[config.mk]
export PLATFORM = sky130hd
export DESIGN_NAME = sync_fifo_top
export DESIGN_NICKNAME = d
export VERILOG_FILES = /design/src/fifo_pkg.sv /design/src/sync_fifo_top.sv /design/src/fifo_read_port.sv /design/src/fifo_ram.sv /design/src/fifo_occupancy.sv /design/src/fifo_write_port.sv
export SDC_FILE = /design/constraint.sdc
export NUM_CORES = 1
export LEC_CHECK = 0
export BUFFER_PORTS_ARGS = -buffer_cell sky130_fd_sc_hd__buf_4
export CORE_UTILIZATION = 55
export DETAILED_ROUTE_END_ITERATION = 8
export PLACE_DENSITY = 0.71
export SYNTH_ARGS = -nofsm -noshare
export SYNTH_HDL_FRONTEND = slang
export SYNTH_SLANG_ARGS = --single-unit
[constraint.sdc]
create_clock -name pos_clk -period 2.13 [get_ports pos_clk]
set_clock_uncertainty 0.15 [all_clocks]
set_input_delay 0.213 -clock pos_clk [delete_from_list [all_inputs] [get_ports pos_clk]]
set_output_delay 0.213 -clock pos_clk [all_outputs]
set_load 0.02 [all_outputs]
[src/fifo_pkg.sv]
// sync fifo shared definitions
// sizes, flag thresholds and the derived widths and types
// used by every block of the single-clock fifo

package fifo_pkg;

   // -------------------------------------------------------------------------
   // sizes
   // -------------------------------------------------------------------------
   localparam int FIFO_DEPTH = 16;               // entries in the array
   localparam int DATA_W     = 18;               // word width

   // derived widths
   localparam int ADDR_W  = $clog2(FIFO_DEPTH);  // 4 bits for 16 entries
   localparam int LEVEL_W = ADDR_W + 1;          // extra bit so 16 fits

   // -------------------------------------------------------------------------
   // static flag thresholds, in entries
   // -------------------------------------------------------------------------
   localparam int AFULL_LEVEL  = 12;             // afull at or above
   localparam int AEMPTY_LEVEL = 4;              // aempty at or below

   // -------------------------------------------------------------------------
   // types
   // -------------------------------------------------------------------------
   // array index, wraps after FIFO_DEPTH-1
   typedef logic [ADDR_W-1:0] addr_t;

   // fill level, 0 up to FIFO_DEPTH inclusive
   typedef logic [LEVEL_W-1:0] level_t;

   // one stored word
   typedef logic [DATA_W-1:0] data_t;

endpackage : fifo_pkg
[src/sync_fifo_top.sv]
// single-clock fifo, top level
// producer side is the write port, buffer is the storage array plus
// the occupancy tracker, consumer side is the read port.
// flags and level are registered; data and dvld follow a read by
// one cycle

module sync_fifo_top
   import fifo_pkg::*;
(
   input  logic   pos_clk,
   input  logic   aresetn,     // async, active low
   // producer
   input  logic   wr_en_i,
   input  data_t  wr_data_i,
   output logic   wack_o,
   output logic   overflow_o,
   // consumer
   input  logic   rd_en_i,
   output data_t  rd_data_o,
   output logic   dvld_o,
   output logic   underflow_o,
   // status
   output logic   full_o,
   output logic   afull_o,
   output logic   empty_o,
   output logic   aempty_o,
   output level_t level_o
);

   // -------------------------------------------------------------------------
   // internal wires
   // -------------------------------------------------------------------------
   logic  wr_acc;              // write port -> occupancy, ram
   logic  rd_acc;              // read port -> occupancy, ram
   addr_t wr_addr;
   addr_t rd_addr;

   // write port
   fifo_write_port u_wr_port (
      .pos_clk    (pos_clk),
      .aresetn    (aresetn),
      .wr_en_i    (wr_en_i),
      .full_i     (full_o),
      .wr_acc_o   (wr_acc),
      .wr_addr_o  (wr_addr),
      .wack_o     (wack_o),
      .overflow_o (overflow_o)
   );

   // occupancy counter and flags
   fifo_occupancy u_occ (
      .pos_clk  (pos_clk),
      .aresetn  (aresetn),
      .wr_acc_i (wr_acc),
      .rd_acc_i (rd_acc),
      .level_o  (level_o),
      .full_o   (full_o),
      .afull_o  (afull_o),
      .empty_o  (empty_o),
      .aempty_o (aempty_o)
   );

   // storage, no reset on the array
   fifo_ram u_ram (
      .pos_clk   (pos_clk),
      .wr_acc_i  (wr_acc),
      .wr_addr_i (wr_addr),
      .wr_data_i (wr_data_i),
      .rd_acc_i  (rd_acc),
      .rd_addr_i (rd_addr),
      .rd_data_o (rd_data_o)
   );

   // read port
   fifo_read_port u_rd_port (
      .pos_clk     (pos_clk),
      .aresetn     (aresetn),
      .rd_en_i     (rd_en_i),
      .empty_i     (empty_o),
      .rd_acc_o    (rd_acc),
      .rd_addr_o   (rd_addr),
      .dvld_o      (dvld_o),
      .underflow_o (underflow_o)
   );

endmodule : sync_fifo_top

[src/fifo_read_port.sv]
// fifo read port
// gates the read request with empty, steps the wrapping read address
// on each accepted read, and registers data-valid and the underflow
// error pulse

module fifo_read_port
   import fifo_pkg::*;
(
   input  logic  pos_clk,
   input  logic  aresetn,      // async, active low
   input  logic  rd_en_i,      // read request from consumer
   input  logic  empty_i,      // registered empty from occupancy
   output logic  rd_acc_o,     // accepted read, same cycle
   output addr_t rd_addr_o,    // array read address
   output logic  dvld_o,       // read data valid, one cycle later
   output logic  underflow_o   // read attempted while empty
);

   // -------------------------------------------------------------------------
   // internal state
   // -------------------------------------------------------------------------
   logic  rd_acc;
   addr_t rd_addr_q;
   logic  dvld_q;
   logic  underflow_q;

   // request passes only when something is stored
   assign rd_acc = rd_en_i & ~empty_i;

   // -------------------------------------------------------------------------
   // read address
   // -------------------------------------------------------------------------
   always_ff @(posedge pos_clk or negedge aresetn) begin
      if (!aresetn) begin
         rd_addr_q <= '0;
      end else if (rd_acc) begin
         if (rd_addr_q == addr_t'(FIFO_DEPTH - 1)) begin
            rd_addr_q <= '0;                   // wrap to entry 0
         end else begin
            rd_addr_q <= rd_addr_q + 1'b1;
         end
      end
   end

   // -------------------------------------------------------------------------
   // valid and error strobes
   // -------------------------------------------------------------------------
   always_ff @(posedge pos_clk or negedge aresetn) begin
      if (!aresetn) begin
         dvld_q      <= 1'b0;
         underflow_q <= 1'b0;
      end else begin
         dvld_q      <= rd_acc;                // aligned with ram output reg
         underflow_q <= rd_en_i & empty_i;     // dropped request
      end
   end

   // outputs
   assign rd_acc_o    = rd_acc;
   assign rd_addr_o   = rd_addr_q;
   assign dvld_o      = dvld_q;
   assign underflow_o = underflow_q;

endmodule : fifo_read_port

[src/fifo_ram.sv]
// fifo storage array
// FIFO_DEPTH words of DATA_W bits. written on an accepted write,
// read into an output register on an accepted read, so the word
// shows up on the following cycle

module fifo_ram
   import fifo_pkg::*;
(
   input  logic  pos_clk,
   input  logic  wr_acc_i,     // accepted write
   input  addr_t wr_addr_i,
   input  data_t wr_data_i,
   input  logic  rd_acc_i,     // accepted read
   input  addr_t rd_addr_i,
   output data_t rd_data_o     // valid the cycle after rd_acc_i
);

   // -------------------------------------------------------------------------
   // storage
   // -------------------------------------------------------------------------
   data_t mem [FIFO_DEPTH];
   data_t rd_data_q;

   // write side
   always_ff @(posedge pos_clk) begin
      if (wr_acc_i) begin
         mem[wr_addr_i] <= wr_data_i;
      end
   end

   // read side, holds last word between reads
   always_ff @(posedge pos_clk) begin
      if (rd_acc_i) begin
         rd_data_q <= mem[rd_addr_i];
      end
   end

   assign rd_data_o = rd_data_q;

endmodule : fifo_ram

[src/fifo_occupancy.sv]
// fifo occupancy tracker
// one counter holds the number of stored words. it moves only when
// exactly one of the accepted write and read pulses is high. the four
// status flags are registered from the next level, so they always
// agree with level_o in the same cycle

module fifo_occupancy
   import fifo_pkg::*;
(
   input  logic   pos_clk,
   input  logic   aresetn,     // async, active low
   input  logic   wr_acc_i,    // accepted write this cycle
   input  logic   rd_acc_i,    // accepted read this cycle
   output level_t level_o,     // words currently stored
   output logic   full_o,
   output logic   afull_o,
   output logic   empty_o,
   output logic   aempty_o
);

   // -------------------------------------------------------------------------
   // internal state
   // -------------------------------------------------------------------------
   level_t level_q;
   level_t level_d;
   logic   lvl_upd;            // exactly one side active
   logic   full_q;
   logic   afull_q;
   logic   empty_q;
   logic   aempty_q;

   // write and read together cancel out
   assign lvl_upd = wr_acc_i ^ rd_acc_i;

   // -------------------------------------------------------------------------
   // next level
   // -------------------------------------------------------------------------
   always_comb begin
      level_d = level_q;
      if (wr_acc_i && !rd_acc_i) begin
         level_d = level_q + 1'b1;             // write alone
      end else if (rd_acc_i && !wr_acc_i) begin
         level_d = level_q - 1'b1;             // read alone
      end
   end

   // -------------------------------------------------------------------------
   // counter
   // -------------------------------------------------------------------------
   always_ff @(posedge pos_clk or negedge aresetn) begin
      if (!aresetn) begin
         level_q <= '0;
      end else if (lvl_upd) begin
         level_q <= level_d;
      end
   end

   // -------------------------------------------------------------------------
   // status flags
   // -------------------------------------------------------------------------
   // taken from level_d so they line up with level_q next cycle
   always_ff @(posedge pos_clk or negedge aresetn) begin
      if (!aresetn) begin
         full_q   <= 1'b0;
         afull_q  <= 1'b0;
         empty_q  <= 1'b1;                     // starts empty
         aempty_q <= 1'b1;
      end else if (lvl_upd) begin
         full_q   <= (level_d == level_t'(FIFO_DEPTH));
         afull_q  <= (level_d >= level_t'(AFULL_LEVEL));
         empty_q  <= (level_d == '0);
         aempty_q <= (level_d <= level_t'(AEMPTY_LEVEL));
      end
   end

   // outputs
   assign level_o  = level_q;
   assign full_o   = full_q;
   assign afull_o  = afull_q;
   assign empty_o  = empty_q;
   assign aempty_o = aempty_q;

endmodule : fifo_occupancy

[src/fifo_write_port.sv]
// fifo write port
// gates the write request with full, steps the wrapping write address
// on each accepted write, and registers the write acknowledge and the
// overflow error pulse

module fifo_write_port
   import fifo_pkg::*;
(
   input  logic  pos_clk,
   input  logic  aresetn,      // async, active low
   input  logic  wr_en_i,      // write request from producer
   input  logic  full_i,       // registered full from occupancy
   output logic  wr_acc_o,     // accepted write, same cycle
   output addr_t wr_addr_o,    // array write address
   output logic  wack_o,       // ack, one cycle after wr_acc_o
   output logic  overflow_o    // write attempted while full
);

   // -------------------------------------------------------------------------
   // internal state
   // -------------------------------------------------------------------------
   logic  wr_acc;
   addr_t wr_addr_q;
   logic  wack_q;
   logic  overflow_q;

   // request passes only when not full
   assign wr_acc = wr_en_i & ~full_i;

   // -------------------------------------------------------------------------
   // write address
   // -------------------------------------------------------------------------
   always_ff @(posedge pos_clk or negedge aresetn) begin
      if (!aresetn) begin
         wr_addr_q <= '0;
      end else if (wr_acc) begin
         if (wr_addr_q == addr_t'(FIFO_DEPTH - 1)) begin
            wr_addr_q <= '0;                   // wrap to entry 0
         end else begin
            wr_addr_q <= wr_addr_q + 1'b1;
         end
      end
   end

   // -------------------------------------------------------------------------
   // ack and error strobes
   // -------------------------------------------------------------------------
   always_ff @(posedge pos_clk or negedge aresetn) begin
      if (!aresetn) begin
         wack_q     <= 1'b0;
         overflow_q <= 1'b0;
      end else begin
         wack_q     <= wr_acc;                 // one pulse per stored word
         overflow_q <= wr_en_i & full_i;       // dropped request
      end
   end

   // outputs
   assign wr_acc_o   = wr_acc;
   assign wr_addr_o  = wr_addr_q;
   assign wack_o     = wack_q;
   assign overflow_o = overflow_q;

endmodule : fifo_write_port

==> flow_summary.yaml, run 1 <==
logic_synthesis:
  synth_top_area_share_pct: 71.06
  synthCells: 612
  synth.net_count: 643
  ys_seq_elements: 327
  ys_warn_count: 0
  synth_top_flop_cell: "edfxtp_1"
  async_flop_share_pct: 6.422
  synth_top_area_cell: "edfxtp_1"
  seq_area_frac_synth_pct: 75.14
  synth_cell_types: 45
  synth_edf_count: 306
  synth_area_leaders: "edfxtp_1 (71%), mux4_2 (8.2%), mux4_1 (5.1%)"
  syn_avg_cell_area_um2: 21.13
  syn-cell-area_um2: 12930
routing:
  wl_mm: 26.51
  firstDrtPassIters: 5
  ant_nets: 0
  drc_errors: 0
  via_per_inst: 5.949
  dr_total_vias: 6401
  drt_iter0_markers: 419
  wl_per_cell_um: 24.64
critical_path:
  crit_type: "reg2reg"
  slowest_delay_ns: 0.53
  crit_buf_inv: 2
  required_ns: 2.28
  crit_fanout: 11
  end_kind: "flip-flop"
  crit_chain: "buf_4, clkbuf_16, mux4_2, a211oi_2, a21oi_1"
  arrival_ns: 2.25
  cp_top_family: "flip-flops"
  worstSetupStartpointType: "flip-flop"
  critPathSlowestCell: "dfrtp_4"
place:
  dp_hpwl_mm: 14.25
  place.gp.congestion: 0.8270
  dp.cells: 984
  pre_cts_slack_ns: -0.05696
  dpl-instance-area_um2: 14080
  port_buffers: 52
die:
  fp.dieArea_um2: 24130
  start_util_pct: 56.60
  die_y_um: 155.3
  core-area_um2: 22850
  row_count: 55
  dieWidth_um: 155.3
  pin_count: 53
layout:
  final_util_pct: 68.05
  final_nets: 768
  post_layout_nonfiller_instances: 1076
  final_cell_mix: "edfxtp_1 (306), buf_4 (72), mux4_2 (48)"
  final_common_cell: "edfxtp_1"
  syn_to_final_growth_pct: 20.23
  final_area_um2: 15550
  drive_gt1_share_pct: 29.53
global_routing:
  grt_start_max_net_pins: 32
  track_usage_pct: 22.69
  grt_pass1_vias: 6678
  grt_overflow_total: 0
  grt_pass1_wl_mm: 39.32
  antenna_found_initial: 1
clocking:
  htree_levels: 1
  cts.sinks: 327
  clockBufferDepth: 3
  cts_tree: "done"
  clk_pin_slew_ns: 0.06
  root_buffer: "clkbuf_16"
  cts_buffers: 31
  clock_latency_ns: 0.55
timing:
  fmax_mhz: 475.0
  finalCritPeriodShare_pct: 98.83
  maxSlewViolCount: 0
  fin_crit_ns: 2.105
  worst_slack_ns: 0.02495
  hold_viol_final: 0
  worst_slew_pin_slew_ns: 0.9668
  rsz0062_at_grt: "yes"
  finalSetupViolCount: 0
  slew_headroom_pct: 35.33
hold_path:
  min_path_type: "in2reg"
power:
  p_leak_nw: 5.317
  max-vdd-ir-drop_mv: 0.6934
  total_power_mw: 20.51
  p_per_area_nw_per_um2: 1319
run_status:
  status: "complete, no violations"
run:
  maxCapViolCount: 0
power by group:
part | internal [mW] | total, mW | switching, mW
Sequential | 8.06 | 8.53 | 0.471
Clock | 3.16 | 5.43 | 2.27
Combinational | 3.28 | 6.54 | 3.26
what timing repair did:
| action | in CTS | in global routing |
|---|---|---|
| gates cloned | 1 | 2 |
| hold buffers | 23 | 0 |
| endpoints found under the setup margin | 5 | 18 |
| pin swaps | 0 | 5 |
| gates resized for setup | 4 | 15 |
| setup buffers | 0 | 7 |
| endpoints found under the hold margin | 313 | 0 |
logic make-up after synthesis:
family          share of synthesized area [%]
compound gates                          3.290
xor+xnor                               0.4741
fa+ha+maj                              0.8708
buf+inv                                 2.109
flops                                   75.14
mux                                     14.66
simple gates                            3.454
state kept, by name, summed over array words and instances (netlist names):
| signal | flops |
|---|---|
| u_rd_port.dvld_o | 1 |
| u_wr_port.wack_o | 1 |
| u_ram.rd_data_o | 18 |
| u_ram.mem | 288 |
| u_wr_port.wr_addr_o | 4 |
| u_rd_port.rd_addr_o | 4 |
| u_wr_port.overflow_o | 1 |
| u_occ.afull_o | 1 |
| u_occ.level_o | 5 |
| u_occ.aempty_o | 1 |
| u_occ.empty_o | 1 |
| u_occ.full_o | 1 |
| u_rd_port.underflow_o | 1 |
cell usage after synthesis (all sizes together) (3+ instances only):
cell    count
inv         8
nand3       3
edfxtp    306
nor2        5
nand2b      4
xor2        3
nor3        3
clkbuf     11
buf        20
o21ai       5
ha          9
nor3b       3
o31ai       4
and2       18
xnor2       4
mux2i      18
nand2      14
nor2b      18
a21oi      25
mux4       72
dfrtp      19
a211oi     18
tightest hold or removal path: cells and delay by family:
| kind | cells | cell delay [ns] |
|---|---|---|
| buffers and inverters | 2 | 0.64 |
| AND/OR/NAND/NOR | 1 | 0.11 |
final timing paths:
path	endpoint	from	slack, ns	cells past startpoint
max reg2reg	u_ram.rd_data_o[4]	u_rd_port.rd_addr_o[0]	0.02	5
max	u_ram.rd_data_o[4]	u_rd_port.rd_addr_o[0]	0.02	5
min reg2reg	u_occ.aempty_o	u_occ.aempty_o	0.34	2
min	u_wr_port.overflow_o	wr_en_i	0.29	3
min in group asynchronous	u_occ.aempty_o	aresetn	0.59	3
max in group asynchronous	u_rd_port.rd_addr_o[0]	aresetn	0.37	3
per-stage QoR:
step | hold WS [ns] | setup TNS (ns)
floorplan | -0.2326 | 0
global placement | -0.02604 | 0
detailed placement | -0.02005 | -0.1406
CTS | 0.2850 | 0
global route | 0.3216 | -0.1289
finish | 0.2942 | 0
final cells by class:
cell class	instances	area (µm²)
inverter	8	37.54
clock inverter	22	220.2
antenna	1	2.502
fill	1465	7300
timing repair buffer	123	1340
sequential	327	9723
clock buffer	36	794.5
multi-input combinational	246	3038
tap	313	391.6
per-layer routing:
metal,part of all wire [%],global-route usage [%],vias up
met2,51,38.63,213
li1,-,-,2795
met4,2.6,7.703,0
met1,41,30.52,3341
met3,5.7,3.092,52
met5,0,0,-
Power figures use the tool's default switching activity.
==> inputs of run 2 (changes only) <==
--- a/config.mk
+++ b/config.mk
@@ -8,7 +8,7 @@
 export BUFFER_PORTS_ARGS = -buffer_cell sky130_fd_sc_hd__buf_4
 export CORE_UTILIZATION = 55
 export DETAILED_ROUTE_END_ITERATION = 8
-export PLACE_DENSITY = 0.71
+export PLACE_DENSITY = 0.68
 export SYNTH_ARGS = -nofsm -noshare
 export SYNTH_HDL_FRONTEND = slang
 export SYNTH_SLANG_ARGS = --single-unit
==> constraint.sdc (replaced) <==
create_clock -name pos_clk -period 2.65 [get_ports pos_clk]
set_clock_uncertainty 0.15 [all_clocks]
set_input_delay 0.265 -clock pos_clk [delete_from_list [all_inputs] [get_ports pos_clk]]
set_output_delay 0.265 -clock pos_clk [all_outputs]
set_load 0.02 [all_outputs]
==> run 2 against run 1 <==
Largest cell class unchanged; critical path type unchanged; global-route usage is 0.20 points lower; via count is 1.2% lower; clock power decreased by 14%; total power shrank 21%; fmax decreased by 11%; design area decreased by 2.7%; flip-flop and latch count unchanged; non-clock buffer count shrank 16; critical endpoint is now u_occ.afull_o.
==> flow_summary.yaml, run 2 (synthesized netlist as in run 1, its figures left out) <==
clocking:
  clockBufferDepth: 3
  clock_latency_ns: 0.51
  post_cts_buffers: 0
  root_buffer: "clkbuf_16"
  cts_tree: "done"
  cts.sinks: 327
  clk_pin_slew_ns: 0.06
  htree_levels: 2
  cts_buffers: 35
global_routing:
  track_usage_pct: 22.49
  grt_pass1_wl_mm: 38.77
  grt_overflow_total: 0
  grt_start_max_net_pins: 56
  antenna_found_initial: 1
  grt_pass1_vias: 6626
layout:
  final_nets: 756
  diodes: 0
  fillCellCount: 1516
  largest_reg_flops: 288
  final_common_cell: "edfxtp_1"
  drive_gt1_share_pct: 25.30
  syn_to_final_growth_pct: 16.98
  regMostFlops: "u_ram.mem"
  final_cell_mix: "edfxtp_1 (306), buf_4 (80), mux4_2 (47)"
critical_path:
  required_ns: 2.89
  cp_top_family: "compound AO/OA/AOI/OAI gates"
  crit_type: "reg2reg"
  worstSetupStartpointType: "flip-flop"
  end_kind: "flip-flop"
  crit_buf_inv: 0
  arrival_ns: 2.61
  slowest_delay_ns: 0.56
  crit_fanout: 14
  crit_chain: "nand2b_1, ha_2, nor3_1, a31oi_2, xnor2_1, o31a_1"
  critPathSlowestCell: "dfstp_2"
die:
  start_util_pct: 56.60
  dieWidth_um: 155.3
  row_count: 55
  pin_count: 53
  fp.dieArea_um2: 24130
  core-area_um2: 22850
  die_y_um: 155.3
power:
  pwr-share-comb_pct: 28.4
  pwr-share-seq_pct: 42.6
  max-vdd-ir-drop_mv: 0.6175
  p_int_mw: 11.51
  power.share.clock_pct: 29.0
  switching_share_pct: 28.79
  p_leak_nw: 5.186
  p_per_area_nw_per_um2: 1069
  power.switching_mw: 4.654
timing:
  worst_slew_pin_slew_ns: 0.5153
  hold_viol_final: 0
  worst_hold_slack_ns: 0.04432
  rsz0062_at_grt: "no"
  finalSetupViolCount: 0
  fin_crit_ns: 2.372
  setup_tns_ns: 0
  maxSlewViolCount: 0
  worst_slack_ns: 0.2781
  slew_headroom_pct: 65.64
  fmax_mhz: 421.6
  finalCritPeriodShare_pct: 89.50
routing:
  wl_mm: 26.05
  wl_per_cell_um: 24.48
  ant_nets: 0
  firstDrtPassIters: 5
  via_per_inst: 5.946
  drc_errors: 0
  dr_total_vias: 6327
  drt_iter0_markers: 450
place:
  dp_hpwl_mm: 14.44
  port_buffers: 52
  place.gp.congestion: 0.7608
  pre_cts_slack_ns: 0.1503
hold_path:
  min_path_type: "in2async"
run_status:
  status: "complete, no violations"
run:
  maxCapViolCount: 0
[run 2: cell types whose count changed in the layout (fill, tap and decap cells not counted), sizes merged]
cell and delta:
inv -2, bufinv -1, clkinv -3, buf -12
dlygate4sd3 -2, clkbuf +11, diode -1, clkinvlp -2
[run 2: worst reg2reg max path, delay by kind of cell, from the launching register on]
kind / cells / cell delay [ns]
AO/OA/AOI/OAI: 2 / 0.61
flip-flops: 1 / 0.56
AND/OR/NAND/NOR: 2 / 0.39
adder cells (fa/ha/maj): 1 / 0.39
XOR/XNOR: 1 / 0.16
[run 2: path summary, 6_finish.rpt]
check                         startpoint                to  slack (ns)  depth (start not counted)
min in group pos_clk       u_occ.empty_o     u_occ.empty_o        0.35                          2
setup reg to reg           u_occ.empty_o     u_occ.afull_o        0.28                          6
max in group asynchronous        aresetn     u_occ.empty_o        2.02                          2
hold / removal                   aresetn  u_wr_port.wack_o        0.04                          2
hold reg to reg            u_occ.empty_o     u_occ.empty_o        0.35                          2
setup / recovery           u_occ.empty_o     u_occ.afull_o        0.28                          6
[run 2: repair_timing]
action / in CTS / in global routing
endpoints found under the setup margin: 0 / 1
resized for setup: 0 / 1
hold buffers: 21 / 0
hold endpoints to repair: 311 / 0
[run 2: cell type report]
class | instances | area [µm²] | share of cell area, %
clock inverter | 14 | 136.4 | 0.9016
tap | 313 | 391.6 | 2.589
multi-input combinational | 246 | 2944 | 19.46
sequential | 327 | 9723 | 64.28
timing repair buffer | 107 | 930.9 | 6.154
inverter | 8 | 30.03 | 0.1985
clock buffer | 49 | 970.9 | 6.419
[run 2: power groups by stage]
stage | logic [mW] | clock network [mW] | registers [mW]
3_3_place_gp | 4.50 | 0 | 6.94
2_1_floorplan | 3.15 | 0 | 7.06
3_5_place_dp | 4.61 | 0 | 6.98
6_report | 4.59 | 4.69 | 6.88
5_1_grt | 4.94 | 4.94 | 6.96
4_1_cts | 4.66 | 4.75 | 6.89
[run 2: stage by stage]
stage	utilization [%]	power, mW	instance area, µm²	cells
floorplan	-	10.21	12930	612
global placement	60.43	11.44	13810	980
detailed placement	60.43	11.60	13810	980
CTS	66.20	16.31	15120	1064
global route	66.21	16.84	15130	1064
finish	66.21	16.17	15130	1064
[run 2: layer usage]
layer,up-vias,global-route usage (%),share of wire [%]
li1,2766,-,-
met1,3295,31.43,44
met3,61,4.652,5.5
met5,-,0,0.054
met4,2,7.703,2.8
met2,203,35.79,48
==> inputs of run 3 (changes only) <==
--- a/config.mk
+++ b/config.mk
@@ -9,6 +9,7 @@
 export CORE_UTILIZATION = 55
 export DETAILED_ROUTE_END_ITERATION = 8
 export PLACE_DENSITY = 0.68
+export SETUP_SLACK_MARGIN = 0.4
 export SYNTH_ARGS = -nofsm -noshare
 export SYNTH_HDL_FRONTEND = slang
 export SYNTH_SLANG_ARGS = --single-unit
==> run 3 against run 2 <==
Cell count unchanged; core utilization rose by 0.49 points; non-clock buffer count is 2 higher; combinational power grew 4.6%; fmax up 8.8%; first-iteration DRC count increased by 26%; setup slack improved by 0.19 ns; total power rose by 1.4%; hold slack improved by 0.0034 ns; design area rose by 0.74%; sequential share of layout area down 0.47 points.
==> flow_summary.yaml, run 3 (synthesized netlist as in run 1, its figures left out) <==
routing:
  drc_errors: 0
  drt_iter0_markers: 566
  ant_nets: 0
  firstDrtPassIters: 5
  wl_mm: 26.80
  wl_per_cell_um: 25.19
  via_per_inst: 5.964
  dr_total_vias: 6346
timing:
  worst_slack_ns: 0.4690
  setup_tns_ns: 0
  maxSlewViolCount: 0
  worst_slew_pin_slew_ns: 0.8526
  rsz0062_at_grt: "yes"
  fmax_mhz: 458.5
  hold_viol_final: 0
  finalCritPeriodShare_pct: 82.30
  fin_crit_ns: 2.181
  finalSetupViolCount: 0
  slew_headroom_pct: 43.16
  worst_hold_slack_ns: 0.04772
place:
  dp_hpwl_mm: 14.69
  port_buffers: 52
  place.gp.congestion: 0.7919
  pre_cts_slack_ns: 0.2726
  dpl-instance-area_um2: 13800
  dp.cells: 978
die:
  dieWidth_um: 155.3
  row_count: 55
  core-area_um2: 22850
  pin_count: 53
  start_util_pct: 56.60
  die_y_um: 155.3
  fp.dieArea_um2: 24130
clocking:
  htree_levels: 2
  clk_pin_slew_ns: 0.06
  cts_tree: "done"
  clock_latency_ns: 0.50
  clockBufferDepth: 3
  root_buffer: "clkbuf_16"
  cts_buffers: 34
  cts.sinks: 327
hold_path:
  min_path_type: "in2async"
global_routing:
  grt_overflow_total: 0
  use_met2_pct: 36.75
  use_met3_pct: 3.816
  grt_pass1_wl_mm: 40.01
  track_usage_pct: 23.04
  grtUsageMet1_pct: 32.90
  grt-busiest-layer: "met2"
  grt_start_max_net_pins: 40
  antenna_found_initial: 0
  grt_pass1_vias: 6655
run_status:
  status: "complete, no violations"
layout:
  final_nets: 757
  drive_gt1_share_pct: 26.10
  post_layout_nonfiller_instances: 1064
  largest_reg_flops: 288
  final_cell_mix: "edfxtp_1 (306), buf_4 (79), mux4_2 (47)"
  final_common_cell: "edfxtp_1"
  final_util_pct: 66.70
  diodes: 0
  final_area_um2: 15240
  regMostFlops: "u_ram.mem"
  syn_to_final_growth_pct: 17.84
power:
  pwr-share-comb_pct: 29.3
  p_int_mw: 11.63
  power.switching_mw: 4.762
  power.share.clock_pct: 28.5
  total_power_mw: 16.39
  max-vdd-ir-drop_mv: 0.6377
  switching_share_pct: 29.04
  pwr-share-seq_pct: 42.2
  p_per_area_nw_per_um2: 1076
  p_leak_nw: 5.240
critical_path:
  required_ns: 2.88
  arrival_ns: 2.41
  crit_fanout: 9
  crit_type: "reg2reg"
  end_kind: "flip-flop"
  worstSetupStartpointType: "flip-flop"
run:
  maxCapViolCount: 0
## run 3: cell types whose count changed in the layout (fill, tap and decap cells not counted), sizes merged
cell    change
buf         -1
bufbuf      +1
clkbuf      -5
clkinv      +5
## run 3: path summary, 6_finish.rpt
check,startpoint,endpoint,slack [ns],depth (start not counted)
worst max register to register,u_occ.empty_o,u_occ.full_o,0.47,7
worst min register to register,u_occ.aempty_o,u_occ.aempty_o,0.35,2
worst max-delay path,u_occ.empty_o,u_occ.full_o,0.47,7
worst min-delay path,aresetn,u_occ.level_o[2],0.05,2
max in group asynchronous,aresetn,u_occ.empty_o,2.02,2
min in group pos_clk,u_occ.aempty_o,u_occ.aempty_o,0.35,2
## run 3: final cells by class
| cell class | instances | area (µm²) |
|---|---|---|
| sequential | 327 | 9723 |
| fill | 1518 | 7609 |
| multi-input combinational | 246 | 2964 |
| timing repair buffer | 109 | 1021 |
| clock buffer | 42 | 944.7 |
| tap | 313 | 391.6 |
| clock inverter | 19 | 161.4 |
| inverter | 8 | 32.53 |
## run 3: what timing repair did
action                                 in CTS  in global routing
gates resized for setup                     3                  3
hold buffers                               21                  0
cloned                                      1                  2
setup endpoints to repair                   5                 28
buffers inserted                            0                  1
endpoints found under the hold margin     311                  0
pin swaps                                   0                  1
## run 3: power groups by stage
| stage | clock network, mW | logic [mW] | registers, mW |
|---|---|---|---|
| CTS | 4.73 | 4.74 | 6.91 |
| detailed placement | 0 | 4.58 | 6.99 |
| global placement | 0 | 4.50 | 6.95 |
| floorplan | 0 | 3.15 | 7.06 |
| global route | 4.94 | 5.17 | 6.98 |
| finish | 4.68 | 4.80 | 6.92 |
## run 3: per-layer routing
layer  up-vias  share of wire (%)
li1       2767                  -
met1      3305                 43
met2       222                 49
met3        52                6.3
met4         0                2.2
met5         -                  0
## run 3: worst max-delay path, cell delays in order (launching register included)
cell and delay, ns:
dfstp_2 0.55, nand2b_2 0.23, inv_4 0.05, ha_1 0.32, and4b_1 0.26, a211o_1 0.26
o211ai_1 0.14, o31ai_1 0.10
